File: config.mk
export PLATFORM = sky130hd
export DESIGN_NAME = bus_arbiter
export DESIGN_NICKNAME = d
export VERILOG_FILES = /design/src/common/bus_pkg.sv /design/src/interconnect/bus_arbiter.sv
export SDC_FILE = /design/constraint.sdc
export NUM_CORES = 1
export LEC_CHECK = 0
export ABC_AREA = 1
export BUFFER_PORTS_ARGS = -buffer_cell sky130_fd_sc_hd__buf_2
export CELL_PAD_IN_SITES_DETAIL_PLACEMENT = 1
export CELL_PAD_IN_SITES_GLOBAL_PLACEMENT = 2
export CORE_ASPECT_RATIO = 1.2
export CORE_MARGIN = 3
export CORE_UTILIZATION = 16
export DETAILED_ROUTE_END_ITERATION = 10
export PLACE_DENSITY_LB_ADDON = 0.1
export SLEW_MARGIN = 5
export SYNTH_ARGS = -nofsm -noshare
export SYNTH_HDL_FRONTEND = slang
export SYNTH_SLANG_ARGS = --single-unit
File: constraint.sdc
create_clock -name clk -period 0.8 [get_ports clk]
set_input_delay 0.04 -clock clk [delete_from_list [all_inputs] [get_ports clk]]
set_output_delay 0.04 -clock clk [all_outputs]
set_load 0.02 [all_outputs]
File: src/common/bus_pkg.sv
package bus_pkg;

	localparam int addr_len = 12;        // serial address bits
	localparam int data_len = 8;         // serial data bits
	localparam int slave_count = 3;

	// memory depth per slave, as address bits
	localparam int slave0_addr_len = 12; // 4k
	localparam int slave1_addr_len = 11; // 2k, used by slaves 1 and 2

	localparam int bit_cnt_len = $clog2(addr_len);

	localparam logic [bit_cnt_len-1:0] addr_last = bit_cnt_len'(addr_len - 1);
	localparam logic [bit_cnt_len-1:0] data_last = bit_cnt_len'(data_len - 1);

	typedef logic [$clog2(slave_count)-1:0] slave_sel_t;
	typedef logic [addr_len-1:0] addr_t;
	typedef logic [data_len-1:0] data_t;

	typedef enum logic [2:0] {
		m_idle,
		m_request,   // waiting for grant
		m_send_addr,
		m_send_data,
		m_recv_data,
		m_finish     // done pulse
	} master_state_t;

	typedef enum logic [1:0] {
		s_idle,
		s_get_addr,
		s_get_data,
		s_send_data
	} slave_state_t;

endpackage

File: src/interconnect/bus_arbiter.sv
module bus_arbiter (
	input  logic                clk,
	input  logic                rst_n,
	input  logic                m1_request,
	input  logic                m2_request,
	input  bus_pkg::slave_sel_t m1_slave,
	input  bus_pkg::slave_sel_t m2_slave,
	input  logic                trans_done,
	output logic                m1_grant,
	output logic                m2_grant,
	output logic                bus_busy,
	output logic                sel_master,
	output bus_pkg::slave_sel_t sel_slave
);

	// fixed priority, master 1 wins ties
	always_ff @(posedge clk) begin
		if (!rst_n) begin
			m1_grant   <= 1'b0;
			m2_grant   <= 1'b0;
			bus_busy   <= 1'b0;
			sel_master <= 1'b0;
			sel_slave  <= '0;
		end else if (!bus_busy) begin
			if (m1_request) begin
				m1_grant   <= 1'b1;
				bus_busy   <= 1'b1;
				sel_master <= 1'b0;     // route master 1
				sel_slave  <= m1_slave;
			end else if (m2_request) begin
				m2_grant   <= 1'b1;
				bus_busy   <= 1'b1;
				sel_master <= 1'b1;
				sel_slave  <= m2_slave;
			end
		end else if (trans_done) begin
			// bus free from the next cycle
			m1_grant <= 1'b0;
			m2_grant <= 1'b0;
			bus_busy <= 1'b0;
		end
	end

	a_one_grant: assert property (
		@(posedge clk) disable iff (!rst_n) !(m1_grant && m2_grant)
	) else $error("both masters granted");

endmodule

==> impl_metrics.ini, run 1 <==
[floorplan]
start_util_pct = 17.72
die_x_um = 43.00
row_count = 15
boundaryPins = 15
die_h_um = 50.39
core-area_um2 = 1483
dieArea_um2 = 2167

[synth]
synthTopCellsByArea = dfxtp_1 (46%), nand2_1 (16%), nor2_1 (8.6%)
yosys.cell_types.count = 10
ys_seq_elements = 6
yosysSeqAreaShare_pct = 45.71
syn_nets = 49
syn_inst = 40
syn-cell-area_um2 = 262.8
ys_warn_count = 0
synth_area_leader_cell = dfxtp_1
synth.avg_cell_area_um2 = 6.569
yosys.area.top_type_share_pct = 45.71

[sta]
finalSetupViolCount = 1
finClkSkew_ns = 0.001073
rsz0062_at_grt = yes
holdWs_ns = 0.05597
worst_pin_slew_ns = 0.1829
slew_viol_final = 0
hold_viol = 0
fin_ws_ns = -0.07095
fmax_mhz = 1148
slew_headroom_pct = 87.81
fin_crit_sh_pct = 108.9
period_needed_ns = 0.8710

[setup_path]
endpoint_kind = primary output
rrSetupSlack_ns = 0.01
r2r_cells = 4
r2r_end = sel_slave[0]$_SDFFE_PN0P_
start_kind = flip-flop
worstReg2RegStart = bus_busy$_SDFF_PN0_
arrival_ns = 0.83
crit_fanout = 2
required_ns = 0.76
path_class = flip-flop to primary output

[power]
irDropWorstVdd_v = 0.0007082
switchingPower_uw = 258.0
p_seq_share_pct = 39.6
p_int_uw = 610.7
combPwrFrac_pct = 24.2
power.density_nw_per_um2 = 2030
p_leak_uw = 0.0002221
power_frac_clock_pct = 36.2
swShare_pct = 29.70

[grt]
antenna_found_initial = 0
grt_pass1_wl_um = 1393
grt_pass1_vias = 329
grt_usage_pct = 9.058
overflow = 0
grt_max_degree = 9

[cells_and_area]
nNetsFinal = 69
final_area_um2 = 427.9
syn2layout_area_growth_pct = 62.86
diodes = 0
fin_cells = 76
drive_above_1_share_pct = 42.37

[cts]
clkSlewWorstSetupHoldPaths_ns = 0.05
cts_setup_buffers = 0
cts-root-buf = clkbuf_4
cts_max_path_buffers = 2
cts_tree = yes
h-tree-depth = 1
ctsHoldBuffers = 0
clock_sinks = 6
clk_latency_ns = 0.25
numCtsBuffers = 3

[detailed_routing]
final_antenna_net_count = 0
drc = 0
wl_per_cell_um = 10.59
routed_via_density = 4.316
drt_iter0_drc = 0
vias = 328
routed_wl_um = 805
drt-pass1-iter-count = 1

[placement]
place_area_um2 = 365.4
io_buffers = 14
gp_congestion = 0.7497
post-place-cells = 72
dp_hpwl_um = 658.6
pre_cts_ws_ns = -0.06444

[hold_path]
hold_depth = 4
hp-class = primary input to flip-flop
min_to = bus_busy$_SDFF_PN0_
worstHoldStart = trans_done

[run_status]
violations = negative setup slack
outcome = complete, but fails checks

[flow_run]
maxCapViolCount = 0
[layout make-up]
class	count	area, um2
inverters	6	25.02
flip-flops and latches	6	125.1
fillers	208	1055
clock buffers	4	26.28
well taps	17	21.27
multi-input cells	28	126.4
repair buffers	15	103.9
[metal layers]
metal / wire (um) / GRT usage, % / vias up
met2: 379 / 12.75 / 14
li1: - / - / 165
met5: 0 / 0 / -
met1: 332 / 9.850 / 145
met3: 72 / 3.584 / 4
met4: 21 / 9.045 / 0
[per-stage QoR]
stage          utilization (%)  TNS [ns]  total power [uW]
3_5_place_dp             24.64   -0.1235             527.8
3_3_place_gp             24.64  -0.02216             522.9
6_report                 28.86  -0.07095             868.8
2_1_floorplan                -         0             449.1
5_1_grt                  28.86   -0.2084             940.0
4_1_cts                  27.51   -0.1100             870.9
[flip-flops by register name, summed over array words and instances, names as in the netlist]
signal      flops
sel_slave       2
sel_master      1
bus_busy        1
m1_grant        1
m2_grant        1
[power groups by stage]
stage	combinational [uW]	clock, uW	sequential (uW)
global placement	180	0	343
detailed placement	183	0	345
CTS	198	331	342
finish	210	315	344
floorplan	70.3	0	379
global route	235	357	348
[synthesized netlist by cell type (all sizes together)]
cell type / count
a21oi: 4
nand3: 3
nand2: 12
o21ai: 3
dfxtp: 6
inv: 6
nor2: 6
[worst max-delay path, stage by stage (launching register included)]
cell	delay [ns]
dfxtp_4	0.35
buf_6	0.11
buf_6	0.12
[cell families (layout without fill, tap and decap cells)]
| group | Yosys count | count (layout) | synth area share (%) |
|---|---|---|---|
| flip-flops | 6 | 6 | 45.72 |
| AND/OR/NAND/NOR | 21 | 21 | 32.38 |
| AO/OA/AOI/OAI | 7 | 7 | 13.33 |
| buffers and inverters | 6 | 25 | 8.571 |
[worst max path at each step]
stage / startpoint / end / slack (ns) / cells past startpoint
6_report: bus_busy$_SDFF_PN0_ / bus_busy / -0.07 / 2
5_1_grt: bus_busy$_SDFF_PN0_ / bus_busy / -0.11 / 2
4_1_cts: bus_busy$_SDFF_PN0_ / bus_busy / -0.09 / 2
3_5_place_dp: bus_busy$_SDFF_PN0_ / sel_slave[1]$_SDFFE_PN0P_ / -0.06 / 4
3_3_place_gp: bus_busy$_SDFF_PN0_ / sel_slave[1]$_SDFFE_PN0P_ / -0.02 / 4
2_1_floorplan: bus_busy$_SDFF_PN0_ / sel_slave[0]$_SDFFE_PN0P_ / 0.008 / 4
[cell usage in the layout (no fill, tap or decap)]
cell type  instances
buf_4              4
inv_2              1
dfxtp_4            1
buf_2              8
nand2_2            1
dfxtp_2            1
nor2_1             5
nor2_2             1
nand3_1            3
nand2_1           11
dfxtp_1            4
o21ai_2            1
a21oi_1            4
inv_1              4
o21ai_1            2
clkbuf_4           3
clkbuf_1           1
inv_4              1
buf_6              3
[what timing repair did]
item,CTS,global route
endpoints found under the setup margin,3,9
pin swaps,1,0
gates cloned,0,0
gates resized for setup,5,9
endpoints found under the hold margin,0,0
No activity file was read; power rests on OpenSTA's default activity.
==> run 2: changes to the inputs <==
CORE_ASPECT_RATIO = not set   (was 1.2)
GPL_TIMING_DRIVEN = 0   (was not set)
==> impl_metrics.ini, run 2 (synthesis results as in run 1) <==
[run_status]
outcome = complete, but fails checks
violations = negative setup slack

[detailed_routing]
vias = 326
final_antenna_net_count = 0
drt-pass1-iter-count = 2
wl_per_cell_um = 10.88
drt_iter0_drc = 2
drc = 0
routed_wl_um = 816
routed_via_density = 4.347

[cells_and_area]
diodes = 0
fin_cells = 75
nNetsFinal = 69
nFillCells = 197
final_area_um2 = 442.9
syn2layout_area_growth_pct = 68.57
most-common-layout-cells = nand2_1 (10), buf_2 (9), nor2_1 (6), dfxtp_1 (5)
final_common_cell = nand2_1
drive_above_1_share_pct = 44.07
largest_register_ffs = 2
top_register = sel_slave

[grt]
use_met2_pct = 15.66
busiest_layer = met2
overflow = 0
grt_max_degree = 9
grt_util_met3_pct = 5.859
grt_pass1_wl_um = 1311
antenna_found_initial = 0
grt_pass1_vias = 317
grt_usage_pct = 9.321
use_met1_pct = 8.506

[sta]
slew_headroom_pct = 89.40
fin_ws_ns = -0.01447
worst_pin_slew_ns = 0.1590
period_needed_ns = 0.8145
finClkSkew_ns = 0.002925
setup_tns_ns = -0.01447
hold_viol = 0
holdWs_ns = 0.07247
fin_crit_sh_pct = 101.8
rsz0062_at_grt = yes
slew_viol_final = 0
fmax_mhz = 1228
finalSetupViolCount = 1

[flow_run]
maxCapViolCount = 0

[hold_path]
hp-class = primary input to flip-flop
min_to = bus_busy$_SDFF_PN0_
worstHoldStart = trans_done
hold_depth = 4

[cts]
numCtsBuffers = 3
clock_sinks = 6
cts_tree = yes
cts_max_path_buffers = 2
clkSlewWorstSetupHoldPaths_ns = 0.05
clk_latency_ns = 0.25
h-tree-depth = 1
cts-root-buf = clkbuf_4

[floorplan]
start_util_pct = 17.24
boundaryPins = 15
die_x_um = 46.53
dieArea_um2 = 2165
row_count = 14
die_h_um = 46.53
core-area_um2 = 1524

[placement]
post-place-cells = 70
place_area_um2 = 356.6
gp_congestion = 0.7275
io_buffers = 14
pre_cts_ws_ns = -0.05503
dp_hpwl_um = 644.6

[setup_path]
r2r_end = sel_master$_SDFFE_PN0P_
rrSetupSlack_ns = -0.01
arrival_ns = 0.95
required_ns = 0.94
path_class = flip-flop to flip-flop
endpoint_kind = flip-flop
start_kind = flip-flop
crit_fanout = 8
worstReg2RegStart = bus_busy$_SDFF_PN0_
r2r_cells = 4

[power]
irDropWorstVdd_v = 0.0007886
power.density_nw_per_um2 = 1967
p_leak_uw = 0.0002306
==> run 2: final cells by class <==
class / instances / area [um2] / area share (%)
clock buffer: 4 / 26.28 / 5.932
sequential: 6 / 123.9 / 27.97
inverter: 6 / 30.03 / 6.780
timing repair buffer: 15 / 97.59 / 22.03
multi-input combinational: 28 / 145.1 / 32.77
tap: 16 / 20.02 / 4.520
==> run 2: timing repair <==
item                       CTS  global route
pin swaps                    0             3
setup endpoints to repair    5             8
hold buffers                 0             0
gates resized for setup      6            11
gates cloned                 0             0
buffers inserted             0             1
==> run 2: worst max-delay path: stages (launching register included) <==
cell	delay, ns
dfxtp_4	0.38
inv_8	0.05
buf_4	0.13
a21oi_2	0.10
nor2_1	0.04
==> run 2: through the flow <==
stage          utilization (%)  total power, uW
2_1_floorplan                -            449.1
3_3_place_gp             23.40            515.5
3_5_place_dp             23.40            520.1
4_1_cts                  26.11            856.5
5_1_grt                  29.06            949.2
6_report                 29.06            871.4
==> run 2: worst max path at each step <==
stage | start | endpoint | slack (ns) | cells past startpoint
floorplan | bus_busy$_SDFF_PN0_ | sel_slave[0]$_SDFFE_PN0P_ | 0.008 | 4
CTS | bus_busy$_SDFF_PN0_ | bus_busy | 0.005 | 1
detailed placement | bus_busy$_SDFF_PN0_ | sel_slave[0]$_SDFFE_PN0P_ | -0.06 | 4
global route | bus_busy$_SDFF_PN0_ | sel_slave[0]$_SDFFE_PN0P_ | -0.06 | 5
finish | bus_busy$_SDFF_PN0_ | sel_master$_SDFFE_PN0P_ | -0.01 | 4
global placement | bus_busy$_SDFF_PN0_ | sel_slave[0]$_SDFFE_PN0P_ | -0.06 | 4
==> run 2: layer usage <==
metal	wire [um]	vias up
li1	-	162
met1	305	153
met2	438	9
met3	63	2
met4	10	0
met5	0	-
==> run 2: where the power goes <==
part / total (uW) / switching, uW / internal (uW) / leakage, uW
logic: 217 / 122 / 95.0 / 0.000165
clock network: 306 / 117 / 189 / 0.0000150
registers: 348 / 21.3 / 327 / 0.0000503
total: 871 / 260 / 611 / 0.000231
