## src/common/bus_pkg.sv

```systemverilog
package bus_pkg;

	localparam int addr_len = 12;        // serial address bits
	localparam int data_len = 8;         // serial data bits
	localparam int slave_count = 3;

	// memory depth per slave, as address bits
	localparam int slave0_addr_len = 12; // 4k
	localparam int slave1_addr_len = 11; // 2k, used by slaves 1 and 2

	localparam int bit_cnt_len = $clog2(addr_len);

	localparam logic [bit_cnt_len-1:0] addr_last = bit_cnt_len'(addr_len - 1);
	localparam logic [bit_cnt_len-1:0] data_last = bit_cnt_len'(data_len - 1);

	typedef logic [$clog2(slave_count)-1:0] slave_sel_t;
	typedef logic [addr_len-1:0] addr_t;
	typedef logic [data_len-1:0] data_t;

	typedef enum logic [2:0] {
		m_idle,
		m_request,   // waiting for grant
		m_send_addr,
		m_send_data,
		m_recv_data,
		m_finish     // done pulse
	} master_state_t;

	typedef enum logic [1:0] {
		s_idle,
		s_get_addr,
		s_get_data,
		s_send_data
	} slave_state_t;

endpackage

```

## src/common/serial_if.sv

```systemverilog
interface serial_if;

	// master to slave
	logic master_valid; // serial bit present
	logic addr_bit;
	logic data_bit;
	logic write_en;     // held for the whole transfer
	logic read_en;
	logic master_ready; // master taking read bits

	// slave to master
	logic slave_ready;  // slave idle
	logic slave_valid;
	logic rdata_bit;

	modport master (
		output master_valid,
		output addr_bit,
		output data_bit,
		output write_en,
		output read_en,
		output master_ready,
		input  slave_ready,
		input  slave_valid,
		input  rdata_bit
	);

	modport slave (
		input  master_valid,
		input  addr_bit,
		input  data_bit,
		input  write_en,
		input  read_en,
		input  master_ready,
		output slave_ready,
		output slave_valid,
		output rdata_bit
	);

endinterface

```

## src/master/bus_master.sv

```systemverilog
module bus_master (
	input  logic                clk,
	input  logic                rst_n,
	input  logic                start,
	input  logic                write,
	input  bus_pkg::slave_sel_t slave,
	input  bus_pkg::addr_t      addr,
	input  bus_pkg::data_t      wdata,
	output logic                busy,
	output logic                done,
	output bus_pkg::data_t      rdata,
	output logic                request,
	output bus_pkg::slave_sel_t req_slave,
	input  logic                grant,
	serial_if.master            link
);

	bus_pkg::master_state_t state;
	logic [bus_pkg::bit_cnt_len-1:0] bit_cnt;

	logic                cmd_write;
	bus_pkg::slave_sel_t cmd_slave;
	bus_pkg::addr_t      addr_sh; // address shift out, lsb first
	bus_pkg::data_t      data_sh; // write data shift out
	bus_pkg::data_t      rx_sh;   // read byte assembly

	logic cmd_take;
	logic in_xfer;

	// a new command is only taken when not busy
	assign cmd_take = start && (state == bus_pkg::m_idle || state == bus_pkg::m_finish);

	always_ff @(posedge clk) begin
		if (!rst_n) begin
			state   <= bus_pkg::m_idle;
			bit_cnt <= '0;
		end else begin
			case (state)
				bus_pkg::m_idle: begin
					if (cmd_take)
						state <= bus_pkg::m_request;
				end
				bus_pkg::m_request: begin
					if (grant && link.slave_ready) begin // bus ours and slave free
						state   <= bus_pkg::m_send_addr;
						bit_cnt <= '0;
					end
				end
				bus_pkg::m_send_addr: begin
					if (bit_cnt == bus_pkg::addr_last) begin
						bit_cnt <= '0;
						state   <= cmd_write ? bus_pkg::m_send_data : bus_pkg::m_recv_data;
					end else begin
						bit_cnt <= bit_cnt + 1'b1;
					end
				end
				bus_pkg::m_send_data: begin
					if (bit_cnt == bus_pkg::data_last) begin
						bit_cnt <= '0;
						state   <= bus_pkg::m_finish;
					end else begin
						bit_cnt <= bit_cnt + 1'b1;
					end
				end
				bus_pkg::m_recv_data: begin
					if (link.slave_valid) begin
						if (bit_cnt == bus_pkg::data_last) begin
							bit_cnt <= '0;
							state   <= bus_pkg::m_finish;
						end else begin
							bit_cnt <= bit_cnt + 1'b1;
						end
					end
				end
				bus_pkg::m_finish: begin
					state <= cmd_take ? bus_pkg::m_request : bus_pkg::m_idle; // back to back
				end
				default: state <= bus_pkg::m_idle;
			endcase
		end
	end

	always_ff @(posedge clk) begin
		if (cmd_take) begin
			cmd_write <= write;
			cmd_slave <= slave;
			addr_sh   <= addr;
			data_sh   <= wdata;
		end else begin
			if (state == bus_pkg::m_send_addr)
				addr_sh <= addr_sh >> 1;
			if (state == bus_pkg::m_send_data)
				data_sh <= data_sh >> 1;
		end
		if (state == bus_pkg::m_recv_data && link.slave_valid)
			rx_sh <= {link.rdata_bit, rx_sh[bus_pkg::data_len-1:1]};
	end

	assign in_xfer = state inside {bus_pkg::m_send_addr, bus_pkg::m_send_data,
		bus_pkg::m_recv_data};

	assign busy      = state != bus_pkg::m_idle && state != bus_pkg::m_finish;
	assign done      = state == bus_pkg::m_finish;
	assign rdata     = rx_sh;
	assign request   = state == bus_pkg::m_request;
	assign req_slave = cmd_slave;

	assign link.master_valid = state == bus_pkg::m_send_addr || state == bus_pkg::m_send_data;
	assign link.addr_bit     = addr_sh[0];
	assign link.data_bit     = data_sh[0];
	assign link.write_en     = in_xfer && cmd_write;
	assign link.read_en      = in_xfer && !cmd_write;
	assign link.master_ready = state == bus_pkg::m_recv_data;

	// grant comes from the arbiter, the bits leave through the mux
	a_valid_needs_grant: assert property (
		@(posedge clk) disable iff (!rst_n) link.master_valid |-> grant
	) else $error("master_valid without grant");

endmodule

```

## src/flat_wrapper.sv

```systemverilog
// flat-port wrapper written by rule: the top's interface ports become plain ports
module bus_master_flat 
  (clk, rst_n, start, write, slave, addr, wdata, busy, done, rdata, request, req_slave, grant, link_master_valid, link_addr_bit, link_data_bit, link_write_en, link_read_en, link_master_ready, link_slave_ready, link_slave_valid, link_rdata_bit);
  serial_if link_i ();
  input  logic clk;
  input  logic rst_n;
  input  logic start;
  input  logic write;
  input  bus_pkg::slave_sel_t slave;
  input  bus_pkg::addr_t addr;
  input  bus_pkg::data_t wdata;
  output logic busy;
  output logic done;
  output bus_pkg::data_t rdata;
  output logic request;
  output bus_pkg::slave_sel_t req_slave;
  input  logic grant;
  output wire logic [$bits(link_i.master_valid)-1:0] link_master_valid;
  output wire logic [$bits(link_i.addr_bit)-1:0] link_addr_bit;
  output wire logic [$bits(link_i.data_bit)-1:0] link_data_bit;
  output wire logic [$bits(link_i.write_en)-1:0] link_write_en;
  output wire logic [$bits(link_i.read_en)-1:0] link_read_en;
  output wire logic [$bits(link_i.master_ready)-1:0] link_master_ready;
  input wire logic [$bits(link_i.slave_ready)-1:0] link_slave_ready;
  input wire logic [$bits(link_i.slave_valid)-1:0] link_slave_valid;
  input wire logic [$bits(link_i.rdata_bit)-1:0] link_rdata_bit;
  assign link_master_valid = link_i.master_valid;
  assign link_addr_bit = link_i.addr_bit;
  assign link_data_bit = link_i.data_bit;
  assign link_write_en = link_i.write_en;
  assign link_read_en = link_i.read_en;
  assign link_master_ready = link_i.master_ready;
  assign link_i.slave_ready = link_slave_ready;
  assign link_i.slave_valid = link_slave_valid;
  assign link_i.rdata_bit = link_rdata_bit;
  bus_master u_core (.clk(clk), .rst_n(rst_n), .start(start), .write(write), .slave(slave), .addr(addr), .wdata(wdata), .busy(busy), .done(done), .rdata(rdata), .request(request), .req_slave(req_slave), .grant(grant), .link(link_i));
endmodule
```

## config.mk

```make
export PLATFORM = sky130hd
export DESIGN_NAME = bus_master_flat
export DESIGN_NICKNAME = d
export VERILOG_FILES = /design/src/common/bus_pkg.sv /design/src/common/serial_if.sv /design/src/master/bus_master.sv /design/src/flat_wrapper.sv
export SDC_FILE = /design/constraint.sdc
export NUM_CORES = 1
export LEC_CHECK = 0
export BUFFER_PORTS_ARGS = -buffer_cell sky130_fd_sc_hd__buf_4
export CAP_MARGIN = 20
export CORE_ASPECT_RATIO = 1.25
export CORE_MARGIN = 5
export CORE_UTILIZATION = 42
export CTS_BUF_LIST = sky130_fd_sc_hd__clkbuf_4 sky130_fd_sc_hd__clkbuf_8
export DETAILED_ROUTE_END_ITERATION = 6
export GPL_ROUTABILITY_DRIVEN = 1
export PLACE_DENSITY = 0.72
export SLEW_MARGIN = 20
export SYNTH_ARGS = -nofsm -noshare
export SYNTH_HDL_FRONTEND = slang
export SYNTH_SLANG_ARGS = --single-unit
```

## constraint.sdc

```tcl
create_clock -name clk -period 3.1 [get_ports clk]
set_clock_uncertainty 0.15 [all_clocks]
set_input_delay 0.155 -clock clk [delete_from_list [all_inputs] [get_ports clk]]
set_output_delay 0.155 -clock clk [all_outputs]
set_load 0.02 [all_outputs]
```

==> results.md <==
* Critical Path AT at 2.29 ns
* Die H at 81.6 um
* Commonest non-fill, non-tap cells in the layout: buf_4 (49), edfxtp_1 (31), mux2_2 (18), nand2_1 (9), dfxtp_1 (7)
* Total Routing Usage GR at 0.129
* Hold_buf cts at 4
* Core Box Area at roughly 0.004 mm^2
* Worst slew pin tran at 0.792 ns
* Post-CTS resize count at 0
* Synthesized Nets at 158
* RR Startpoint: u_core.state[0]
* R2r setup slk at a little over 0.6 ns
* Total iterations of the first detailed-routing run at 4
* Critical Path, Cell by Cell: xor2_1 -> nor2_1 -> nand2_1 -> nand2_1
* DP HPWL at 2460 um
* Most used cell, CP: nand2_1
* Pint at 1.01 mW
* Worst path slowest cell: dfxtp_1
* Num CTS Buffers at 5
* H-tree Lvls at 2
* Combinational Power Share at 0.254
* Ratio of cells with drive above 1 in the final layout at 0.431
* Synthesized area per cell at 13.6 um^2
* Initial Utilization at 0.427
* Setup crit end kind: flop
* Reg2reg end: u_core.data_sh[3]
* Post-layout util at 0.556
* Type of element launching the critical path: flop
* Vias at approximately 1.2k
* Clk slew on worst S/H paths at 0.07 ns
* Root Buffer: clkbuf_8
* WP data required at between 2 and 3 ns
* Pwr Total at 1.39 mW
* Cell Rows at 26
* RSZ-0062 raised after global routing: no
* Clock network fraction of total power at 0.226
* Met2 WL post-DR at ~1600 um
* Final TNS setup at 0 ns
* Slew headroom at 0.471
* Starting DRT DRC Count at 49
* Largest net degree at the start of global routing at 22
* Leakage at 0.869 nW
* Clk sinks at 38
* Post-CTS setup buffer count at 0
* Post-DRT Antenna Nets at 0
* Slew Viols, Final at 0
* Fmax at 401 MHz
* Nets@finish at 211
* R2R depth at 4
* Placer congestion estimate at 0.789
* Max-cap violation count at 0
* CTS Buffer Depth at 2
* Yosys cell types at 39
* Grt ovf at 0
* Yosys warnings at 0
* #FFs+latches synth at 38
* Die Wd at around 67 um
* Most common cell after layout, fill and taps aside: buf_4
* Synth Cell Area at around 0.0017 mm^2
* Run status: finished clean
* Syn Inst Count at 127
* Max VDD drop at 263 uV
* DR WL met3 at 207 um
* Crit path kind: reg2reg
* DRC at 0
* Net Sw Frac at 0.273
* Tmin final at 2.50 ns
* Die ar. at 0.00549 mm^2
* Final Cell Area at 0.00224 mm^2
* Hold Path End: u_core.state[2]
* PD cells at 621 mW/mm^2
* Routed length per instance at 13.8 um
* Max incr delay on CP at 0.62 ns
* Max Fanout on Critical Path at 21
* Placed inst area at 0.00212 mm^2
* Crit-path leading delay family: simple AND/OR/NAND/NOR gates
* Vias in the first global route at ~1.3k
* Register share of total power at 0.519
* DR top layer: met4
* Worst-Skew Late Latency at 0.28 ns
* Via-to-Cell Ratio at roughly 5.1
* WL final at 3270 um
* Fin. Hold Viols at 0
* IO buf count at 48
* TritonCTS clock tree: done
* Final period utilization at 0.805
* Hold crit path type: in2reg
* Initial antenna violation count at 0
* Share of the yosys chip area belonging to registers at 0.622
* First-pass GRT wire length at around 5500 um
* Boundary Pins at just under 50
* P&R area growth vs syn at 30.3%
* Hold wc startpoint: rst_n
* WHS Path Cells at 2
* Crit path buffers/inverters at 0
* NetSw at 0.380 mW
* Metal-1 WL at around 1400 um
* Antenna diodes at 0
* Final Setup Violations at 0
synthesized netlist by cell type:
master | number | area (um^2)
edfxtp_1 | 31 | 931
mux2_2 | 18 | 203
nand2_1 | 9 | 33.8
dfxtp_1 | 7 | 140
inv_1 | 4 | 15.0
nor2_1 | 4 | 15.0
nor3b_1 | 4 | 30.0
o21ai_0 | 4 | 20.0
a21oi_1 | 3 | 15.0
and3_1 | 3 | 18.8
buf_2 | 3 | 15.0
nand2b_1 | 3 | 18.8
nand3_1 | 3 | 15.0
a31oi_1 | 2 | 12.5
clkbuf_1 | 2 | 7.51
nor2b_1 | 2 | 12.5
o21a_1 | 2 | 15.0
o22ai_1 | 2 | 12.5
a21boi_0 | 1 | 7.51
a21boi_1 | 1 | 7.51
a21oi_2 | 1 | 8.76
a311o_1 | 1 | 10.0
a31o_2 | 1 | 8.76
a32o_1 | 1 | 10.0
and4bb_4 | 1 | 16.3
buf_4 | 1 | 7.51
buf_6 | 1 | 11.3
ha_1 | 1 | 12.5
mux2i_1 | 1 | 10.0
nand4bb_1 | 1 | 11.3
nor3_1 | 1 | 5.00
nor4_1 | 1 | 6.26
nor4b_1 | 1 | 8.76
o211a_1 | 1 | 10.0
o2bb2ai_1 | 1 | 8.76
o31ai_1 | 1 | 7.51
or3b_2 | 1 | 8.76
or4_1 | 1 | 7.51
xor2_1 | 1 | 8.76
power by group through the flow:
stage | combinational, mW | clock [mW] | sequential [mW]
2_1_floorplan | 0.257 | 0 | 0.725
3_3_place_gp | 0.343 | 0 | 0.730
3_5_place_dp | 0.354 | 0 | 0.736
4_1_cts | 0.360 | 0.328 | 0.724
5_1_grt | 0.391 | 0.346 | 0.735
6_report | 0.354 | 0.315 | 0.724
stage by stage:
stage	setup slack (ns)	std cells	hold WS, ns
global placement	0.765	225	0.184
CTS	0.598	237	0.0119
global route	0.341	237	0.0126
floorplan	0.520	127	0.104
detailed placement	0.614	225	0.184
finish	0.604	237	0.0248
how the worst max path moves through the flow:
stage | end | slack, ns | start | cells after the start
6_report | u_core.data_sh[3] | 0.60 | u_core.state[0] | 4
5_1_grt | u_core.data_sh[3] | 0.34 | u_core.state[0] | 4
4_1_cts | u_core.data_sh[3] | 0.60 | u_core.state[0] | 4
3_5_place_dp | u_core.data_sh[0] | 0.61 | u_core.state[0] | 4
3_3_place_gp | u_core.data_sh[0] | 0.77 | u_core.state[0] | 4
2_1_floorplan | u_core.addr_sh[0] | 0.52 | u_core.state[1] | 4
routing by layer:
layer | vias up | track usage
li1 | 586 | -
met1 | 562 | 0.165
met2 | 44 | 0.213
met3 | 6 | 0.0356
met4 | 0 | 0.0385
met5 | - | 0
cell families (layout without fill, tap and decap cells):
logic type | after synthesis | after routing | synth area share
DFF | 38 | 38 | 0.622
and+or+nand+nor | 35 | 35 | 0.121
xor gates and xnor gates | 1 | 1 | 0.00508
muxes | 19 | 19 | 0.123
AOI/OAI and AO/OA | 22 | 22 | 0.0893
adders and majority gates | 1 | 1 | 0.00726
buffers and inverters | 11 | 65 | 0.0327
state kept, by name (all words and copies together) (netlist names):
register          count
u_core.data_sh        8
u_core.rdata          8
u_core.req_slave      2
u_core.addr_sh       12
u_core.state          3
u_core.cmd_write      1
u_core.bit_cnt        4
layout make-up:
cell class                 count  area [um^2]
tap                           56         70.1
timing repair buffer          53          408
clock buffer                   5         68.8
inverter                       4         15.0
multi-input combinational     78          596
clock inverter                 3         16.3
sequential                    38         1070
fill                         381         1790
Power figures use the tool's default switching activity.
