<file path="src/common/bus_pkg.sv">
package bus_pkg;

	localparam int addr_len = 12;        // serial address bits
	localparam int data_len = 8;         // serial data bits
	localparam int slave_count = 3;

	// memory depth per slave, as address bits
	localparam int slave0_addr_len = 12; // 4k
	localparam int slave1_addr_len = 11; // 2k, used by slaves 1 and 2

	localparam int bit_cnt_len = $clog2(addr_len);

	localparam logic [bit_cnt_len-1:0] addr_last = bit_cnt_len'(addr_len - 1);
	localparam logic [bit_cnt_len-1:0] data_last = bit_cnt_len'(data_len - 1);

	typedef logic [$clog2(slave_count)-1:0] slave_sel_t;
	typedef logic [addr_len-1:0] addr_t;
	typedef logic [data_len-1:0] data_t;

	typedef enum logic [2:0] {
		m_idle,
		m_request,   // waiting for grant
		m_send_addr,
		m_send_data,
		m_recv_data,
		m_finish     // done pulse
	} master_state_t;

	typedef enum logic [1:0] {
		s_idle,
		s_get_addr,
		s_get_data,
		s_send_data
	} slave_state_t;

endpackage

</file>
<file path="src/common/serial_if.sv">
interface serial_if;

	// master to slave
	logic master_valid; // serial bit present
	logic addr_bit;
	logic data_bit;
	logic write_en;     // held for the whole transfer
	logic read_en;
	logic master_ready; // master taking read bits

	// slave to master
	logic slave_ready;  // slave idle
	logic slave_valid;
	logic rdata_bit;

	modport master (
		output master_valid,
		output addr_bit,
		output data_bit,
		output write_en,
		output read_en,
		output master_ready,
		input  slave_ready,
		input  slave_valid,
		input  rdata_bit
	);

	modport slave (
		input  master_valid,
		input  addr_bit,
		input  data_bit,
		input  write_en,
		input  read_en,
		input  master_ready,
		output slave_ready,
		output slave_valid,
		output rdata_bit
	);

endinterface

</file>
<file path="src/interconnect/bus_mux.sv">
module bus_mux (
	input  logic                bus_busy,
	input  logic                sel_master,
	input  bus_pkg::slave_sel_t sel_slave,
	serial_if.slave             m1_link,
	serial_if.slave             m2_link,
	serial_if.master            s0_link,
	serial_if.master            s1_link,
	serial_if.master            s2_link
);

	logic fwd_valid, fwd_addr, fwd_data, fwd_wr, fwd_rd, fwd_ready;
	logic ret_ready, ret_valid, ret_bit;
	logic m1_sel, m2_sel;
	logic s0_sel, s1_sel, s2_sel;

	assign m1_sel = bus_busy && !sel_master;
	assign m2_sel = bus_busy && sel_master;
	assign s0_sel = bus_busy && sel_slave == bus_pkg::slave_sel_t'(0);
	assign s1_sel = bus_busy && sel_slave == bus_pkg::slave_sel_t'(1);
	assign s2_sel = bus_busy && sel_slave == bus_pkg::slave_sel_t'(2);

	// granted master side
	always_comb begin
		fwd_valid = sel_master ? m2_link.master_valid : m1_link.master_valid;
		fwd_addr  = sel_master ? m2_link.addr_bit     : m1_link.addr_bit;
		fwd_data  = sel_master ? m2_link.data_bit     : m1_link.data_bit;
		fwd_wr    = sel_master ? m2_link.write_en     : m1_link.write_en;
		fwd_rd    = sel_master ? m2_link.read_en      : m1_link.read_en;
		fwd_ready = sel_master ? m2_link.master_ready : m1_link.master_ready;
	end

	// selected slave return path
	always_comb begin
		case (sel_slave)
			bus_pkg::slave_sel_t'(0): {ret_ready, ret_valid, ret_bit} =
				{s0_link.slave_ready, s0_link.slave_valid, s0_link.rdata_bit};
			bus_pkg::slave_sel_t'(1): {ret_ready, ret_valid, ret_bit} =
				{s1_link.slave_ready, s1_link.slave_valid, s1_link.rdata_bit};
			bus_pkg::slave_sel_t'(2): {ret_ready, ret_valid, ret_bit} =
				{s2_link.slave_ready, s2_link.slave_valid, s2_link.rdata_bit};
			default: {ret_ready, ret_valid, ret_bit} = 3'b000; // no such slave
		endcase
	end

	// unselected slaves see an idle master
	assign s0_link.master_valid = s0_sel && fwd_valid;
	assign s0_link.addr_bit     = s0_sel && fwd_addr;
	assign s0_link.data_bit     = s0_sel && fwd_data;
	assign s0_link.write_en     = s0_sel && fwd_wr;
	assign s0_link.read_en      = s0_sel && fwd_rd;
	assign s0_link.master_ready = s0_sel && fwd_ready;

	assign s1_link.master_valid = s1_sel && fwd_valid;
	assign s1_link.addr_bit     = s1_sel && fwd_addr;
	assign s1_link.data_bit     = s1_sel && fwd_data;
	assign s1_link.write_en     = s1_sel && fwd_wr;
	assign s1_link.read_en      = s1_sel && fwd_rd;
	assign s1_link.master_ready = s1_sel && fwd_ready;

	assign s2_link.master_valid = s2_sel && fwd_valid;
	assign s2_link.addr_bit     = s2_sel && fwd_addr;
	assign s2_link.data_bit     = s2_sel && fwd_data;
	assign s2_link.write_en     = s2_sel && fwd_wr;
	assign s2_link.read_en      = s2_sel && fwd_rd;
	assign s2_link.master_ready = s2_sel && fwd_ready;

	// waiting master sees a busy slave
	assign m1_link.slave_ready = m1_sel && ret_ready;
	assign m1_link.slave_valid = m1_sel && ret_valid;
	assign m1_link.rdata_bit   = m1_sel && ret_bit;

	assign m2_link.slave_ready = m2_sel && ret_ready;
	assign m2_link.slave_valid = m2_sel && ret_valid;
	assign m2_link.rdata_bit   = m2_sel && ret_bit;

endmodule

</file>
<file path="src/flat_wrapper.sv">
// flat-port wrapper written by rule: the top's interface ports become plain ports
module bus_mux_flat 
  (bus_busy, sel_master, sel_slave, m1_link_master_valid, m1_link_addr_bit, m1_link_data_bit, m1_link_write_en, m1_link_read_en, m1_link_master_ready, m1_link_slave_ready, m1_link_slave_valid, m1_link_rdata_bit, m2_link_master_valid, m2_link_addr_bit, m2_link_data_bit, m2_link_write_en, m2_link_read_en, m2_link_master_ready, m2_link_slave_ready, m2_link_slave_valid, m2_link_rdata_bit, s0_link_master_valid, s0_link_addr_bit, s0_link_data_bit, s0_link_write_en, s0_link_read_en, s0_link_master_ready, s0_link_slave_ready, s0_link_slave_valid, s0_link_rdata_bit, s1_link_master_valid, s1_link_addr_bit, s1_link_data_bit, s1_link_write_en, s1_link_read_en, s1_link_master_ready, s1_link_slave_ready, s1_link_slave_valid, s1_link_rdata_bit, s2_link_master_valid, s2_link_addr_bit, s2_link_data_bit, s2_link_write_en, s2_link_read_en, s2_link_master_ready, s2_link_slave_ready, s2_link_slave_valid, s2_link_rdata_bit);
  serial_if m1_link_i ();
  serial_if m2_link_i ();
  serial_if s0_link_i ();
  serial_if s1_link_i ();
  serial_if s2_link_i ();
  input  logic bus_busy;
  input  logic sel_master;
  input  bus_pkg::slave_sel_t sel_slave;
  input wire logic [$bits(m1_link_i.master_valid)-1:0] m1_link_master_valid;
  input wire logic [$bits(m1_link_i.addr_bit)-1:0] m1_link_addr_bit;
  input wire logic [$bits(m1_link_i.data_bit)-1:0] m1_link_data_bit;
  input wire logic [$bits(m1_link_i.write_en)-1:0] m1_link_write_en;
  input wire logic [$bits(m1_link_i.read_en)-1:0] m1_link_read_en;
  input wire logic [$bits(m1_link_i.master_ready)-1:0] m1_link_master_ready;
  output wire logic [$bits(m1_link_i.slave_ready)-1:0] m1_link_slave_ready;
  output wire logic [$bits(m1_link_i.slave_valid)-1:0] m1_link_slave_valid;
  output wire logic [$bits(m1_link_i.rdata_bit)-1:0] m1_link_rdata_bit;
  input wire logic [$bits(m2_link_i.master_valid)-1:0] m2_link_master_valid;
  input wire logic [$bits(m2_link_i.addr_bit)-1:0] m2_link_addr_bit;
  input wire logic [$bits(m2_link_i.data_bit)-1:0] m2_link_data_bit;
  input wire logic [$bits(m2_link_i.write_en)-1:0] m2_link_write_en;
  input wire logic [$bits(m2_link_i.read_en)-1:0] m2_link_read_en;
  input wire logic [$bits(m2_link_i.master_ready)-1:0] m2_link_master_ready;
  output wire logic [$bits(m2_link_i.slave_ready)-1:0] m2_link_slave_ready;
  output wire logic [$bits(m2_link_i.slave_valid)-1:0] m2_link_slave_valid;
  output wire logic [$bits(m2_link_i.rdata_bit)-1:0] m2_link_rdata_bit;
  output wire logic [$bits(s0_link_i.master_valid)-1:0] s0_link_master_valid;
  output wire logic [$bits(s0_link_i.addr_bit)-1:0] s0_link_addr_bit;
  output wire logic [$bits(s0_link_i.data_bit)-1:0] s0_link_data_bit;
  output wire logic [$bits(s0_link_i.write_en)-1:0] s0_link_write_en;
  output wire logic [$bits(s0_link_i.read_en)-1:0] s0_link_read_en;
  output wire logic [$bits(s0_link_i.master_ready)-1:0] s0_link_master_ready;
  input wire logic [$bits(s0_link_i.slave_ready)-1:0] s0_link_slave_ready;
  input wire logic [$bits(s0_link_i.slave_valid)-1:0] s0_link_slave_valid;
  input wire logic [$bits(s0_link_i.rdata_bit)-1:0] s0_link_rdata_bit;
  output wire logic [$bits(s1_link_i.master_valid)-1:0] s1_link_master_valid;
  output wire logic [$bits(s1_link_i.addr_bit)-1:0] s1_link_addr_bit;
  output wire logic [$bits(s1_link_i.data_bit)-1:0] s1_link_data_bit;
  output wire logic [$bits(s1_link_i.write_en)-1:0] s1_link_write_en;
  output wire logic [$bits(s1_link_i.read_en)-1:0] s1_link_read_en;
  output wire logic [$bits(s1_link_i.master_ready)-1:0] s1_link_master_ready;
  input wire logic [$bits(s1_link_i.slave_ready)-1:0] s1_link_slave_ready;
  input wire logic [$bits(s1_link_i.slave_valid)-1:0] s1_link_slave_valid;
  input wire logic [$bits(s1_link_i.rdata_bit)-1:0] s1_link_rdata_bit;
  output wire logic [$bits(s2_link_i.master_valid)-1:0] s2_link_master_valid;
  output wire logic [$bits(s2_link_i.addr_bit)-1:0] s2_link_addr_bit;
  output wire logic [$bits(s2_link_i.data_bit)-1:0] s2_link_data_bit;
  output wire logic [$bits(s2_link_i.write_en)-1:0] s2_link_write_en;
  output wire logic [$bits(s2_link_i.read_en)-1:0] s2_link_read_en;
  output wire logic [$bits(s2_link_i.master_ready)-1:0] s2_link_master_ready;
  input wire logic [$bits(s2_link_i.slave_ready)-1:0] s2_link_slave_ready;
  input wire logic [$bits(s2_link_i.slave_valid)-1:0] s2_link_slave_valid;
  input wire logic [$bits(s2_link_i.rdata_bit)-1:0] s2_link_rdata_bit;
  assign m1_link_i.master_valid = m1_link_master_valid;
  assign m1_link_i.addr_bit = m1_link_addr_bit;
  assign m1_link_i.data_bit = m1_link_data_bit;
  assign m1_link_i.write_en = m1_link_write_en;
  assign m1_link_i.read_en = m1_link_read_en;
  assign m1_link_i.master_ready = m1_link_master_ready;
  assign m1_link_slave_ready = m1_link_i.slave_ready;
  assign m1_link_slave_valid = m1_link_i.slave_valid;
  assign m1_link_rdata_bit = m1_link_i.rdata_bit;
  assign m2_link_i.master_valid = m2_link_master_valid;
  assign m2_link_i.addr_bit = m2_link_addr_bit;
  assign m2_link_i.data_bit = m2_link_data_bit;
  assign m2_link_i.write_en = m2_link_write_en;
  assign m2_link_i.read_en = m2_link_read_en;
  assign m2_link_i.master_ready = m2_link_master_ready;
  assign m2_link_slave_ready = m2_link_i.slave_ready;
  assign m2_link_slave_valid = m2_link_i.slave_valid;
  assign m2_link_rdata_bit = m2_link_i.rdata_bit;
  assign s0_link_master_valid = s0_link_i.master_valid;
  assign s0_link_addr_bit = s0_link_i.addr_bit;
  assign s0_link_data_bit = s0_link_i.data_bit;
  assign s0_link_write_en = s0_link_i.write_en;
  assign s0_link_read_en = s0_link_i.read_en;
  assign s0_link_master_ready = s0_link_i.master_ready;
  assign s0_link_i.slave_ready = s0_link_slave_ready;
  assign s0_link_i.slave_valid = s0_link_slave_valid;
  assign s0_link_i.rdata_bit = s0_link_rdata_bit;
  assign s1_link_master_valid = s1_link_i.master_valid;
  assign s1_link_addr_bit = s1_link_i.addr_bit;
  assign s1_link_data_bit = s1_link_i.data_bit;
  assign s1_link_write_en = s1_link_i.write_en;
  assign s1_link_read_en = s1_link_i.read_en;
  assign s1_link_master_ready = s1_link_i.master_ready;
  assign s1_link_i.slave_ready = s1_link_slave_ready;
  assign s1_link_i.slave_valid = s1_link_slave_valid;
  assign s1_link_i.rdata_bit = s1_link_rdata_bit;
  assign s2_link_master_valid = s2_link_i.master_valid;
  assign s2_link_addr_bit = s2_link_i.addr_bit;
  assign s2_link_data_bit = s2_link_i.data_bit;
  assign s2_link_write_en = s2_link_i.write_en;
  assign s2_link_read_en = s2_link_i.read_en;
  assign s2_link_master_ready = s2_link_i.master_ready;
  assign s2_link_i.slave_ready = s2_link_slave_ready;
  assign s2_link_i.slave_valid = s2_link_slave_valid;
  assign s2_link_i.rdata_bit = s2_link_rdata_bit;
  bus_mux u_core (.bus_busy(bus_busy), .sel_master(sel_master), .sel_slave(sel_slave), .m1_link(m1_link_i), .m2_link(m2_link_i), .s0_link(s0_link_i), .s1_link(s1_link_i), .s2_link(s2_link_i));
endmodule
</file>
<file path="config.mk">
export PLATFORM = sky130hd
export DESIGN_NAME = bus_mux_flat
export DESIGN_NICKNAME = d
export VERILOG_FILES = /design/src/common/bus_pkg.sv /design/src/common/serial_if.sv /design/src/interconnect/bus_mux.sv /design/src/flat_wrapper.sv
export SDC_FILE = /design/constraint.sdc
export NUM_CORES = 1
export LEC_CHECK = 0
export BUFFER_PORTS_ARGS = -buffer_cell sky130_fd_sc_hd__buf_2
export CAP_MARGIN = 10
export CORE_AREA = 3 3 40 42
export DETAILED_ROUTE_END_ITERATION = 8
export DIE_AREA = 0 0 43 45
export PLACE_DENSITY_LB_ADDON = 0.15
export SETUP_SLACK_MARGIN = 0.1
export SLEW_MARGIN = 20
export SYNTH_ARGS = -nofsm -noshare
export SYNTH_HDL_FRONTEND = slang
export SYNTH_SLANG_ARGS = --single-unit
</file>
<file path="constraint.sdc">
create_clock -name vclk -period 0.9
set_clock_uncertainty 0.2 [all_clocks]
set_input_delay 0.09 -clock vclk [all_inputs]
set_output_delay 0.09 -clock vclk [all_outputs]
set_load 0.1 [all_outputs]
</file>
==> results by group, run 1 <==
Synthesis
  • Synth Cell Area: 267 µm²
  • Synthesis Warnings: 0
  • Top cells by area, synth: nor2_1 (25%), mux2i_1 (23%), nor3_1 (11%), a211oi_1 (8.5%), a21boi_1 (8.5%)
  • Top-area cell type share of the netlist area: 0.254
  • Mapped Cells: 46
  • Synth area leader: nor2_1
  • Avg Cell Area, Syn: 5.79 µm²
  • Synth Net Count: 71
  • Most numerous cell in the Yosys netlist: nor2_1
  • Yosys cell types: 12
  • Top post-synthesis cells by count: nor2_1 (18), mux2i_1 (6), nor3_1 (6)
  • Register area share after synthesis: 0

Floorplan
  • Die Span X: 43 µm
  • Starting Density: 0.207
  • Die Ht: 45 µm
  • Io pins: 49
  • Row cnt: 13

Place
  • GPL Wtd Cong: 0.735
  • Port bufs: 49

Status
  • Stopping stage: 3_5_place_dp
  • Status: did not finish
  • Stop Error: Error: detail_place.tcl, 38 bad optional access
[cells by family after synthesis]
group                  synth area share
AND/OR/NAND/NOR                   0.549
multiplexers                      0.225
AO/OA/AOI/OAI                     0.169
buffers and inverters            0.0563
[per-stage QoR]
step | instance area, µm² | worst slack, ns | TNS (ns) | instances
floorplan | 543 | -0.575 | -12.08 | 46
global placement | 1270 | -0.421 | -8.75 | 129
==> inputs of run 2 (changes only) <==
Settings changed: CORE_AREA 3 3 40 42 to 3 3 64 66, DIE_AREA 0 0 43 45 to 0 0 67 69, SETUP_SLACK_MARGIN 0.1 to unset.
==> run 2 against run 1 <==
  * The flow now finishes, with violations (negative setup slack)
  * Synthesized area is the same
  * Synthesized cell count unchanged
==> results by group, run 2 <==
Global routing
  • Overall Global Routing Usage: 0.0824
  • Largest net degree at the start of global routing: 10
  • First-pass GRT wire length: 3080 µm
  • Met2 Use GR: 0.151
  • Met3 usage: 0.00326
  • Vias in the first global route: 626
  • Most Crowded Layer GR: met2
  • GR met1 Demand/Resource: 0.111
  • GR Overflow Total: 0
  • Initial antenna violation count: 0

Synthesis
  • Synth Cell Area: 267 µm² (unchanged)
  • Synth Area in Compound Gates: 0.169 (unchanged)
  • Top post-synthesis cells by count: nor2_1 (18), mux2i_1 (6), nor3_1 (6)
  • Most numerous cell in the Yosys netlist: nor2_1
  • Post-Synth XOR/XNOR Area: 0 (unchanged)
  • Top cells by area, synth: nor2_1 (25%), mux2i_1 (23%), nor3_1 (11%), a211oi_1 (8.5%), a21boi_1 (8.5%)
  • Adder-cell share of the synthesized area: 0 (unchanged)
  • Mapped Cells: 46 (unchanged)
  • Mux share of post-synthesis cell area: 0.225 (unchanged)
  • Avg Cell Area, Syn: 5.79 µm² (unchanged)
  • Yosys cell types: 12 (unchanged)
  • Main combinational cell family by area after synthesis: simple AND/OR/NAND/NOR gates
  • Register area share after synthesis: 0 (unchanged)
  • Top-area cell type share of the netlist area: 0.254 (unchanged)
  • Synth area leader: nor2_1
  • Simple-gate share of the synthesized area: 0.549 (unchanged)
  • Synth Net Count: 71 (unchanged)
  • Synthesis Warnings: 0 (unchanged)

Worst setup path
  • CP max FO: 5
  • Crit Path Class: in -> out
  • Top delay family on crit path: buffers and inverters
  • WP data arrival: 0.91 ns
  • Critical path buffers and inverters: 3
  • Crit-path max cell delay: 0.35 ns
  • Critical path's most frequent cell: buf_12
  • Worst path slowest cell: mux2i_4
  • WP data required: 0.61 ns
  • Worst setup EP type: primary output
  • Crit-path cells: buf_8 -> buf_12 -> mux2i_4 -> nor2_4 -> buf_12
  • CP Launch Type: input port

Power and ir drop
  • Sw frac: 0.590
  • Tot Pwr: 0.905 mW
  • Pwr per Cell Area: 603 nW/µm²
  • Psw: 0.534 mW
  • Worst VDD drop: 193 µV
  • Leakage power: 0.536 nW
  • Int Pwr: 0.371 mW
  • Reg power frac: 0
  • Comb pwr share: 1.000
  • Clock power frac: 0

Place
  • Placed Cells: 157
  • GPL Wtd Cong: 0.653 (-11%)
  • DPL Wire Length: 1580 µm
  • Port bufs: 49 (unchanged)

STA
  • Slew headroom: 0.792
  • Tmin final: 1.20 ns
  • Max Freq: 834 MHz
  • Final Cycle Share: 1.33
  • Worst hold slack: 0.440 ns
  • Final setup viols: 24
  • RSZ-0062 raised after global routing: yes
  • Final hold viol count: 0
  • Least-Margin Pin Slew: 0.305 ns
  • Final Max Slew Viols: 0
  • Setup WS post-layout: -0.299 ns

Route
  • Detail Route Antenna Nets: 0
  • Routed length per placed instance: 12.3 µm
  • Via-to-Cell Ratio: 3.77
  • Overall via count from detail_route: 566
  • Starting DRT DRC Count: 30
  • Total Wirelength: 1850 µm
  • Initial DRT Pass Iterations: 3
  • DRC errors left: 0

Final layout
  • Sequential Area: 0 µm²
  • Core Util, Final: 0.413
  • Area growth from synthesis to layout: 463%
  • Seq cells: 0
  • CLK BUF: 0
  • Most common cell after layout, fill and taps aside: buf_12
  • Nets: 129
  • Antenna diode count: 0
  • Final cell count without fillers: 150
  • Layout cell share with drive strength beyond 1: 0.980
  • Commonest non-fill, non-tap cells in the layout: buf_12 (31), nor2_4 (18), buf_2 (18)

Floorplan
  • Row cnt: 22 (+9)
  • Starting Density: 0.0733 (-0.134)
  • Die Ht: 69 µm (+53%)
  • Io pins: 49 (unchanged)
  • Area of the core: 3630 µm²
  • Die Span X: 67 µm (+56%)
  • Die area: 4620 µm²

Worst hold path
  • Min-delay worst type: in -> out

Status
  • Failing checks: negative setup slack
  • Status: complete, but fails checks

Flow run
  • Maxcap violations: 0
==> run 2: cell counts after synthesis <==
Identical to the previous run, type by type.
==> run 2: cell type report <==
| cell class | instances | area [µm²] |
|---|---|---|
| repair buffers | 57 | 793 |
| multi-input cells | 44 | 637 |
| inverters | 1 | 11.3 |
| fillers | 367 | 2130 |
| well taps | 48 | 60.1 |
==> run 2: power groups by stage <==
stage,clock [mW],sequential (mW),combinational (mW)
floorplan,0,0,0.489
global placement,0,0,0.826
detailed placement,0,0,0.832
CTS,0,0,0.901
global route,0,0,0.941
finish,0,0,0.905
==> run 2: repair_timing <==
action | CTS | global route
pin swaps | 25 | 6
hold buffers | 0 | 0
setup buffers | 4 | 1
setup endpoints to repair | 24 | 24
resized for setup | 31 | 6
endpoints found under the hold margin | 0 | 0
==> run 2: worst min-delay path, delay by kind of cell <==
family,cells,cell delay (ns)
buffers and inverters,2,0.31
and+or+nand+nor,2,0.14
==> run 2: per-layer routing <==
metal | up-vias | part of all wire | wire length (µm)
met5 | - | 0 | 0
met4 | 0 | 0 | 0
met2 | 16 | 0.58 | 1070
met1 | 275 | 0.38 | 704
met3 | 0 | 0.037 | 69
li1 | 275 | - | -
==> run 2: kinds of logic after synthesis <==
| kind of cell | after synthesis |
|---|---|
| compound gates | 6 |
| buf+inv | 2 |
| mux | 6 |
| simple gates | 32 |
==> run 2: per-stage QoR <==
step / instance area (µm²) / worst slack [ns] / TNS [ns]
6_report: 1500 / -0.299 / -6.55
5_1_grt: 1500 / -0.340 / -7.39
4_1_cts: 1480 / -0.304 / -6.83
3_5_place_dp: 1350 / -0.374 / -8.58
3_3_place_gp: 1350 / -0.358 / -8.27
2_1_floorplan: 543 / -0.575 / -12.08
==> run 2: worst paths after layout <==
check	startpoint	to	slack, ns	depth (start not counted)
max	sel_master	s0_link_master_valid	-0.30	5
min	bus_busy	m2_link_slave_valid	0.44	4
(Power assumes the default switching activity.)
==> inputs of run 3 (changes only) <==
--- a/config.mk
+++ b/config.mk
@@ -12,2 +12,3 @@
 export DIE_AREA = 0 0 67 69
+export GPL_ROUTABILITY_DRIVEN = 0
 export PLACE_DENSITY_LB_ADDON = 0.15
--- a/constraint.sdc
+++ b/constraint.sdc
@@ -4,2 +4,2 @@
 set_output_delay 0.09 -clock vclk [all_outputs]
-set_load 0.1 [all_outputs]
+set_load 0.05 [all_outputs]
==> run 3 against run 2 <==
  * The flow still finishes with violations (negative setup slack)
  * Combinational power fell by 29%
  * Sequential share of layout area did not move
  * Core utilization fell by 7.5 points
  * Via count rose by 3.9%
  * Largest cell class unchanged
  * First-iteration DRC count fell by 93%
  * Critical path type unchanged
  * Worst setup slack improved by 0.036 ns
  * Sequential cell count did not move
  * Highest routed layer unchanged
  * Global-route usage fell by 0.19 points
  * Non-clock buffer count rose by 6
  * Final cell count rose by 4.0%
  * Die area did not move
  * Critical path depth rose by 1
==> results by group, run 3 (synthesis gave the netlist of run 2 again) <==
STA
  • Tmin final: 1.16 ns (-0.0357 ns)
  • Least-Margin Pin Slew: 0.290 ns (-0.0151 ns)
  • Final hold viol count: 0 (unchanged)
  • Max Freq: 860 MHz (+3.1%)
  • Final setup viols: 24 (unchanged)
  • Final Max Slew Viols: 0 (unchanged)
  • Worst hold slack: 0.441 ns (+0.000797 ns)
  • Slew headroom: 0.802 (+0.0103)
  • Setup WS post-layout: -0.263 ns (+0.0357 ns)
  • Final TNS setup: -5.02 ns (+1.53 ns)
  • Final Cycle Share: 1.29 (-0.0397)
  • RSZ-0062 raised after global routing: yes

Global routing
  • Largest net degree at the start of global routing: 10 (unchanged)
  • First-pass GRT wire length: 3000 µm (-2.7%)
  • GR Overflow Total: 0 (unchanged)
  • Vias in the first global route: 644 (+2.9%)
  • Overall Global Routing Usage: 0.0805 (-0.00193)
  • Initial antenna violation count: 0 (unchanged)

Power and ir drop
  • Pwr per Cell Area: 523 nW/µm² (-13%)
  • Int Pwr: 0.281 mW (-24%)
  • Worst VDD drop: 194 µV (+0.54%)
  • Psw: 0.362 mW (-32%)
  • Comb pwr share: 1.000 (about the same)
  • Reg power frac: 0 (unchanged)
  • Leakage power: 0.503 nW (-6.0%)
  • Clock power frac: 0 (unchanged)
  • Sw frac: 0.563 (-0.0270)

Final layout
  • Commonest non-fill, non-tap cells in the layout: buf_6 (27), buf_2 (21), nor2_4 (18)
  • Most common cell after layout, fill and taps aside: buf_6
  • Sequential Area: 0 µm² (unchanged)
  • Layout cell share with drive strength beyond 1: 0.944 (-0.0359)
  • Core Util, Final: 0.338 (-0.0747)
  • Antenna diode count: 0 (unchanged)
  • Area growth from synthesis to layout: 362%
  • Combined area of the multi-input logic cells: 571 µm² (-10%)
  • Nets: 135 (+4.7%)
  • Seq cells: 0 (unchanged)
  • CLK BUF: 0 (unchanged)
  • Fillcell total: 367 (unchanged)
  • Final cell count without fillers: 156 (+4.0%)

Place
  • Placed Cells: 155 (-1.3%)
  • Port bufs: 49 (unchanged)
  • DPL Wire Length: 1370 µm (-13%)
  • Setup Slack @ Placement: -0.453 ns (-0.0798 ns)

Worst hold path
  • Min-delay worst type: in -> out

Route
  • DRC errors left: 0 (unchanged)
  • Routed length per placed instance: 11.8 µm (-4.0%)
  • Detail Route Antenna Nets: 0 (unchanged)
  • Initial DRT Pass Iterations: 2 (-1)
  • Starting DRT DRC Count: 2 (-93%)
  • Overall via count from detail_route: 588 (+3.9%)
  • Via-to-Cell Ratio: 3.77 (-0.11%)
  • Total Wirelength: 1840 µm (-0.11%)

Floorplan
  • Starting Density: 0.0733 (unchanged)
  • Die Span X: 67 µm (unchanged)
  • Die Ht: 69 µm (unchanged)
  • Row cnt: 22 (unchanged)
  • Area of the core: 3630 µm² (unchanged)
  • Io pins: 49 (unchanged)
  • Die area: 4620 µm² (unchanged)

Status
  • Failing checks: negative setup slack
  • Status: complete, but fails checks

Flow run
  • Maxcap violations: 0 (unchanged)

Worst setup path
  • Worst path slowest cell: nor3_4
  • Critical path's most frequent cell: buf_8
  • Crit Path Class: in -> out
  • CP max FO: 4 (-1)
  • Worst setup EP type: primary output
  • CP Launch Type: input port
  • WP data arrival: 0.87 ns (-0.04 ns)
  • Crit-path cells: buf_8 -> buf_8 -> nor2b_4 -> a211oi_4 -> nor3_4 -> buf_6
  • WP data required: 0.61 ns (about the same)
  • Crit-path max cell delay: 0.19 ns (-0.16 ns)

CTS
  • CTS Hold Buffers Added: 0 (unchanged)
## run 3: cell count changes in the layout (fill, tap and decap cells not counted), sizes merged
cell | before | now
clkinvlp | 0 | 1
clkbuf | 0 | 1
buf | 57 | 62
inv | 1 | 0
## run 3: final timing paths
path / endpoint / startpoint / cells after the start
worst min-delay path: s2_link_write_en / m1_link_write_en / 4
worst max-delay path: m2_link_slave_valid / sel_slave[0] / 6
## run 3: layout make-up
class	count	share of cell area
Inverter	1	0.00610
Timing Repair Buffer	63	0.481
Tap cell	48	0.0488
Multi-Input combinational cell	44	0.464
## run 3: critical path: cells and delay by family
| family | cells | cell delay [ns] |
|---|---|---|
| buf+inv | 3 | 0.42 |
| compound gates | 1 | 0.06 |
| simple gates | 2 | 0.31 |
## run 3: power groups by stage
stage / clock (mW) / combinational (mW) / sequential [mW]
after global routing: 0 / 0.681 / 0
after global placement: 0 / 0.485 / 0
after detailed placement: 0 / 0.485 / 0
final: 0 / 0.644 / 0
after CTS: 0 / 0.629 / 0
after floorplan: 0 / 0.307 / 0
## run 3: metrics by stage
stage | power, mW | instance area (µm²)
6_report | 0.644 | 1230
5_1_grt | 0.681 | 1230
4_1_cts | 0.629 | 1190
3_5_place_dp | 0.485 | 855
3_3_place_gp | 0.485 | 855
2_1_floorplan | 0.307 | 463
## run 3: metal layers
layer / share of wire / vias up / track usage
li1: - / 284 / -
met1: 0.36 / 265 / 0.0956
met2: 0.56 / 39 / 0.158
met3: 0.085 / 0 / 0.00814
met4: 0 / 0 / 0
met5: 0 / - / 0
## run 3: repair_timing
item,in CTS,in global routing
setup buffers,0,1
gates resized for setup,88,9
endpoints found under the setup margin,24,24
pin swaps,18,8
==> inputs of run 4 (changes only) <==
Settings changed: ABC_AREA set to 1.
==> run 4 against run 3 <==
  * The flow still finishes with violations (negative setup slack)
  * First-iteration DRC count grew to 4.5 times the previous value
  * Global-route usage shrank 0.12 points
  * Synthesized area rose by 19%
  * Final cell count grew 10%
  * Routed wire length up 1.7%
  * Count of clock-buffer cells in the layout stayed put
  * Via count grew 9.4%
  * Power grew 2.5%
==> results by group, run 4 <==
Synthesis
  • Top cells by area, synth: nor2_1 (22%), nand2_1 (19%), inv_1 (15%), nand3_1 (14%), nand3_2 (6.3%)
  • Synth area leader: nor2_1
  • Synthesis Warnings: 0 (unchanged)
  • Synth Cell Area: 318 µm² (+19%)
  • Top post-synthesis cells by count: nor2_1 (19), nand2_1 (16), inv_1 (13)
  • Yosys cell types: 11 (-1)
  • Most numerous cell in the Yosys netlist: nor2_1
  • Register area share after synthesis: 0 (unchanged)
  • Avg Cell Area, Syn: 4.48 µm² (-23%)
  • Synth Net Count: 96 (+35%)
  • Mapped Cells: 71 (+54%)
  • Top-area cell type share of the netlist area: 0.224 (-0.0291)

STA
  • Final setup viols: 24 (unchanged)
  • Tmin final: 1.14 ns (-0.0281 ns)
  • Slew headroom: 0.828 (+0.0258)
  • Final Max Slew Viols: 0 (unchanged)
  • Max Freq: 881 MHz (+2.5%)
  • Final hold viol count: 0 (unchanged)
  • RSZ-0062 raised after global routing: yes
  • Worst hold slack: 0.413 ns (-0.0278 ns)
  • Setup WS post-layout: -0.235 ns (+0.0281 ns)
  • Final Cycle Share: 1.26 (-0.0312)
  • Least-Margin Pin Slew: 0.257 ns (-0.0335 ns)

Route
  • Total Wirelength: 1870 µm (+1.7%)
  • Overall via count from detail_route: 643 (+9.4%)
  • Starting DRT DRC Count: 9 (+7)
  • Initial DRT Pass Iterations: 4 (+2)
  • DRC errors left: 0 (unchanged)
  • Via-to-Cell Ratio: 3.74 (-0.82%)
  • Routed length per placed instance: 10.9 µm (-7.8%)
  • Detail Route Antenna Nets: 0 (unchanged)

Global routing
  • Vias in the first global route: 645 (+0.16%)
  • First-pass GRT wire length: 2960 µm (-1.4%)
  • Initial antenna violation count: 0 (unchanged)
  • Overall Global Routing Usage: 0.0793 (-0.00121)
  • Largest net degree at the start of global routing: 7 (-3)
  • GR Overflow Total: 0 (unchanged)

Final layout
  • Layout cell share with drive strength beyond 1: 0.863 (-0.0815)
  • Commonest non-fill, non-tap cells in the layout: buf_2 (21), nor2_4 (20), buf_8 (16)
  • Seq cells: 0 (unchanged)
  • Nets: 151 (+12%)
  • Combined area of the multi-input logic cells: 558 µm² (-2.2%)
  • Sequential Area: 0 µm² (unchanged)
  • CLK BUF: 0 (unchanged)
  • Area growth from synthesis to layout: 307%
  • Fillcell total: 393 (+7.1%)
  • Antenna diode count: 0 (unchanged)
  • Most common cell after layout, fill and taps aside: buf_2

Worst setup path
  • Crit Path Class: in -> out
  • WP data required: 0.61 ns (about the same)
  • Worst setup EP type: primary output
  • CP max FO: 5 (+1)
  • WP data arrival: 0.85 ns (-0.02 ns)
  • CP Launch Type: input port

Worst hold path
  • Hold Path Sink: s2_link_master_valid
  • Hold path cells: 4 (unchanged)
  • Hold Path Origin: m1_link_master_valid
  • Min-delay worst type: in -> out

Place
  • Port bufs: 49 (unchanged)
  • DPL Wire Length: 1520 µm (+11%)

Status
  • Failing checks: negative setup slack
  • Status: complete, but fails checks

Power and ir drop
  • Tot Pwr: 0.660 mW (+2.5%)
  • Pwr per Cell Area: 511 nW/µm² (-2.4%)
  • Worst VDD drop: 165 µV (-15%)
  • Leakage power: 0.550 nW (+9.3%)

Flow run
  • Maxcap violations: 0 (unchanged)

Floorplan
  • Die Span X: 67 µm (unchanged)
  • Die Ht: 69 µm (unchanged)
  • Starting Density: 0.0875 (+0.0141)
  • Io pins: 49 (unchanged)
  • Area of the core: 3630 µm² (unchanged)
  • Row cnt: 22 (unchanged)
  • Die area: 4620 µm² (unchanged)
run 4: cell types whose count changed after synthesis, sizes merged, moves of 3 or more:
cell    change
a21boi      -3
nand3      +10
mux2i       -6
nor3        -6
a211oi      -3
inv        +15
o21ai       +6
nand2      +16
nor2b       -3
run 4: per-layer routing:
metal  vias up  wire (µm)  global-route usage
li1        323          -                   -
met1       290        703               0.107
met2        30       1020               0.140
met3         0        151             0.00977
met4         0          0                   0
met5         -          0                   0
run 4: layout make-up:
class              instances  area share
inverters                 16      0.0697
multi-input cells         54       0.432
well taps                 48      0.0465
repair buffers            54       0.452
run 4: worst max-delay path by stage:
stage / start / end / slack, ns / cells after the start
6_report: sel_slave[1] / m1_link_slave_valid / -0.24 / 7
2_1_floorplan: sel_master / s0_link_addr_bit / -0.05 / 4
5_1_grt: sel_slave[1] / m1_link_slave_valid / -0.29 / 7
4_1_cts: sel_slave[1] / m1_link_slave_valid / -0.24 / 7
3_3_place_gp: sel_slave[0] / m1_link_slave_ready / -0.38 / 7
3_5_place_dp: sel_slave[0] / m1_link_slave_valid / -0.40 / 7
run 4: critical path: stages:
cell	delay, ns
buf_12	0.11
nor2_4	0.19
nand2_1	0.10
nand3_2	0.08
nand2_2	0.06
clkinvlp_4	0.07
buf_8	0.14
run 4: report_power, final:
| group | internal, mW | switching, mW | leakage, nW |
|---|---|---|---|
| Sequential | 0 | 0 | 0 |
| Combinational | 0.273 | 0.387 | 0.550 |
| Clock | 0 | 0 | 0 |
run 4: repair_timing:
item | CTS | global route
gates cloned | 1 | 0
pin swaps | 18 | 5
endpoints found under the hold margin | 0 | 0
endpoints found under the setup margin | 24 | 24
setup buffers | 1 | 1
gates resized for setup | 75 | 14
hold buffers | 0 | 0
run 4: cell families (layout without fill, tap and decap cells):
family | after synthesis | count (layout) | share of synthesized area
buf+inv | 17 | 70 | 0.224
compound gates | 6 | 6 | 0.118
simple gates | 48 | 48 | 0.658
run 4: through the flow:
| step | setup WS [ns] | setup TNS (ns) | area, µm² | std cells | utilization |
|---|---|---|---|---|---|
| 2_1_floorplan | -0.0517 | -1.14 | 639 | 71 | - |
| 3_3_place_gp | -0.376 | -8.16 | 952 | 169 | 0.262 |
| 3_5_place_dp | -0.396 | -8.52 | 952 | 169 | 0.262 |
| 4_1_cts | -0.245 | -4.84 | 1230 | 171 | 0.340 |
| 5_1_grt | -0.290 | -5.57 | 1290 | 172 | 0.356 |
| 6_report | -0.235 | -4.66 | 1290 | 172 | 0.356 |
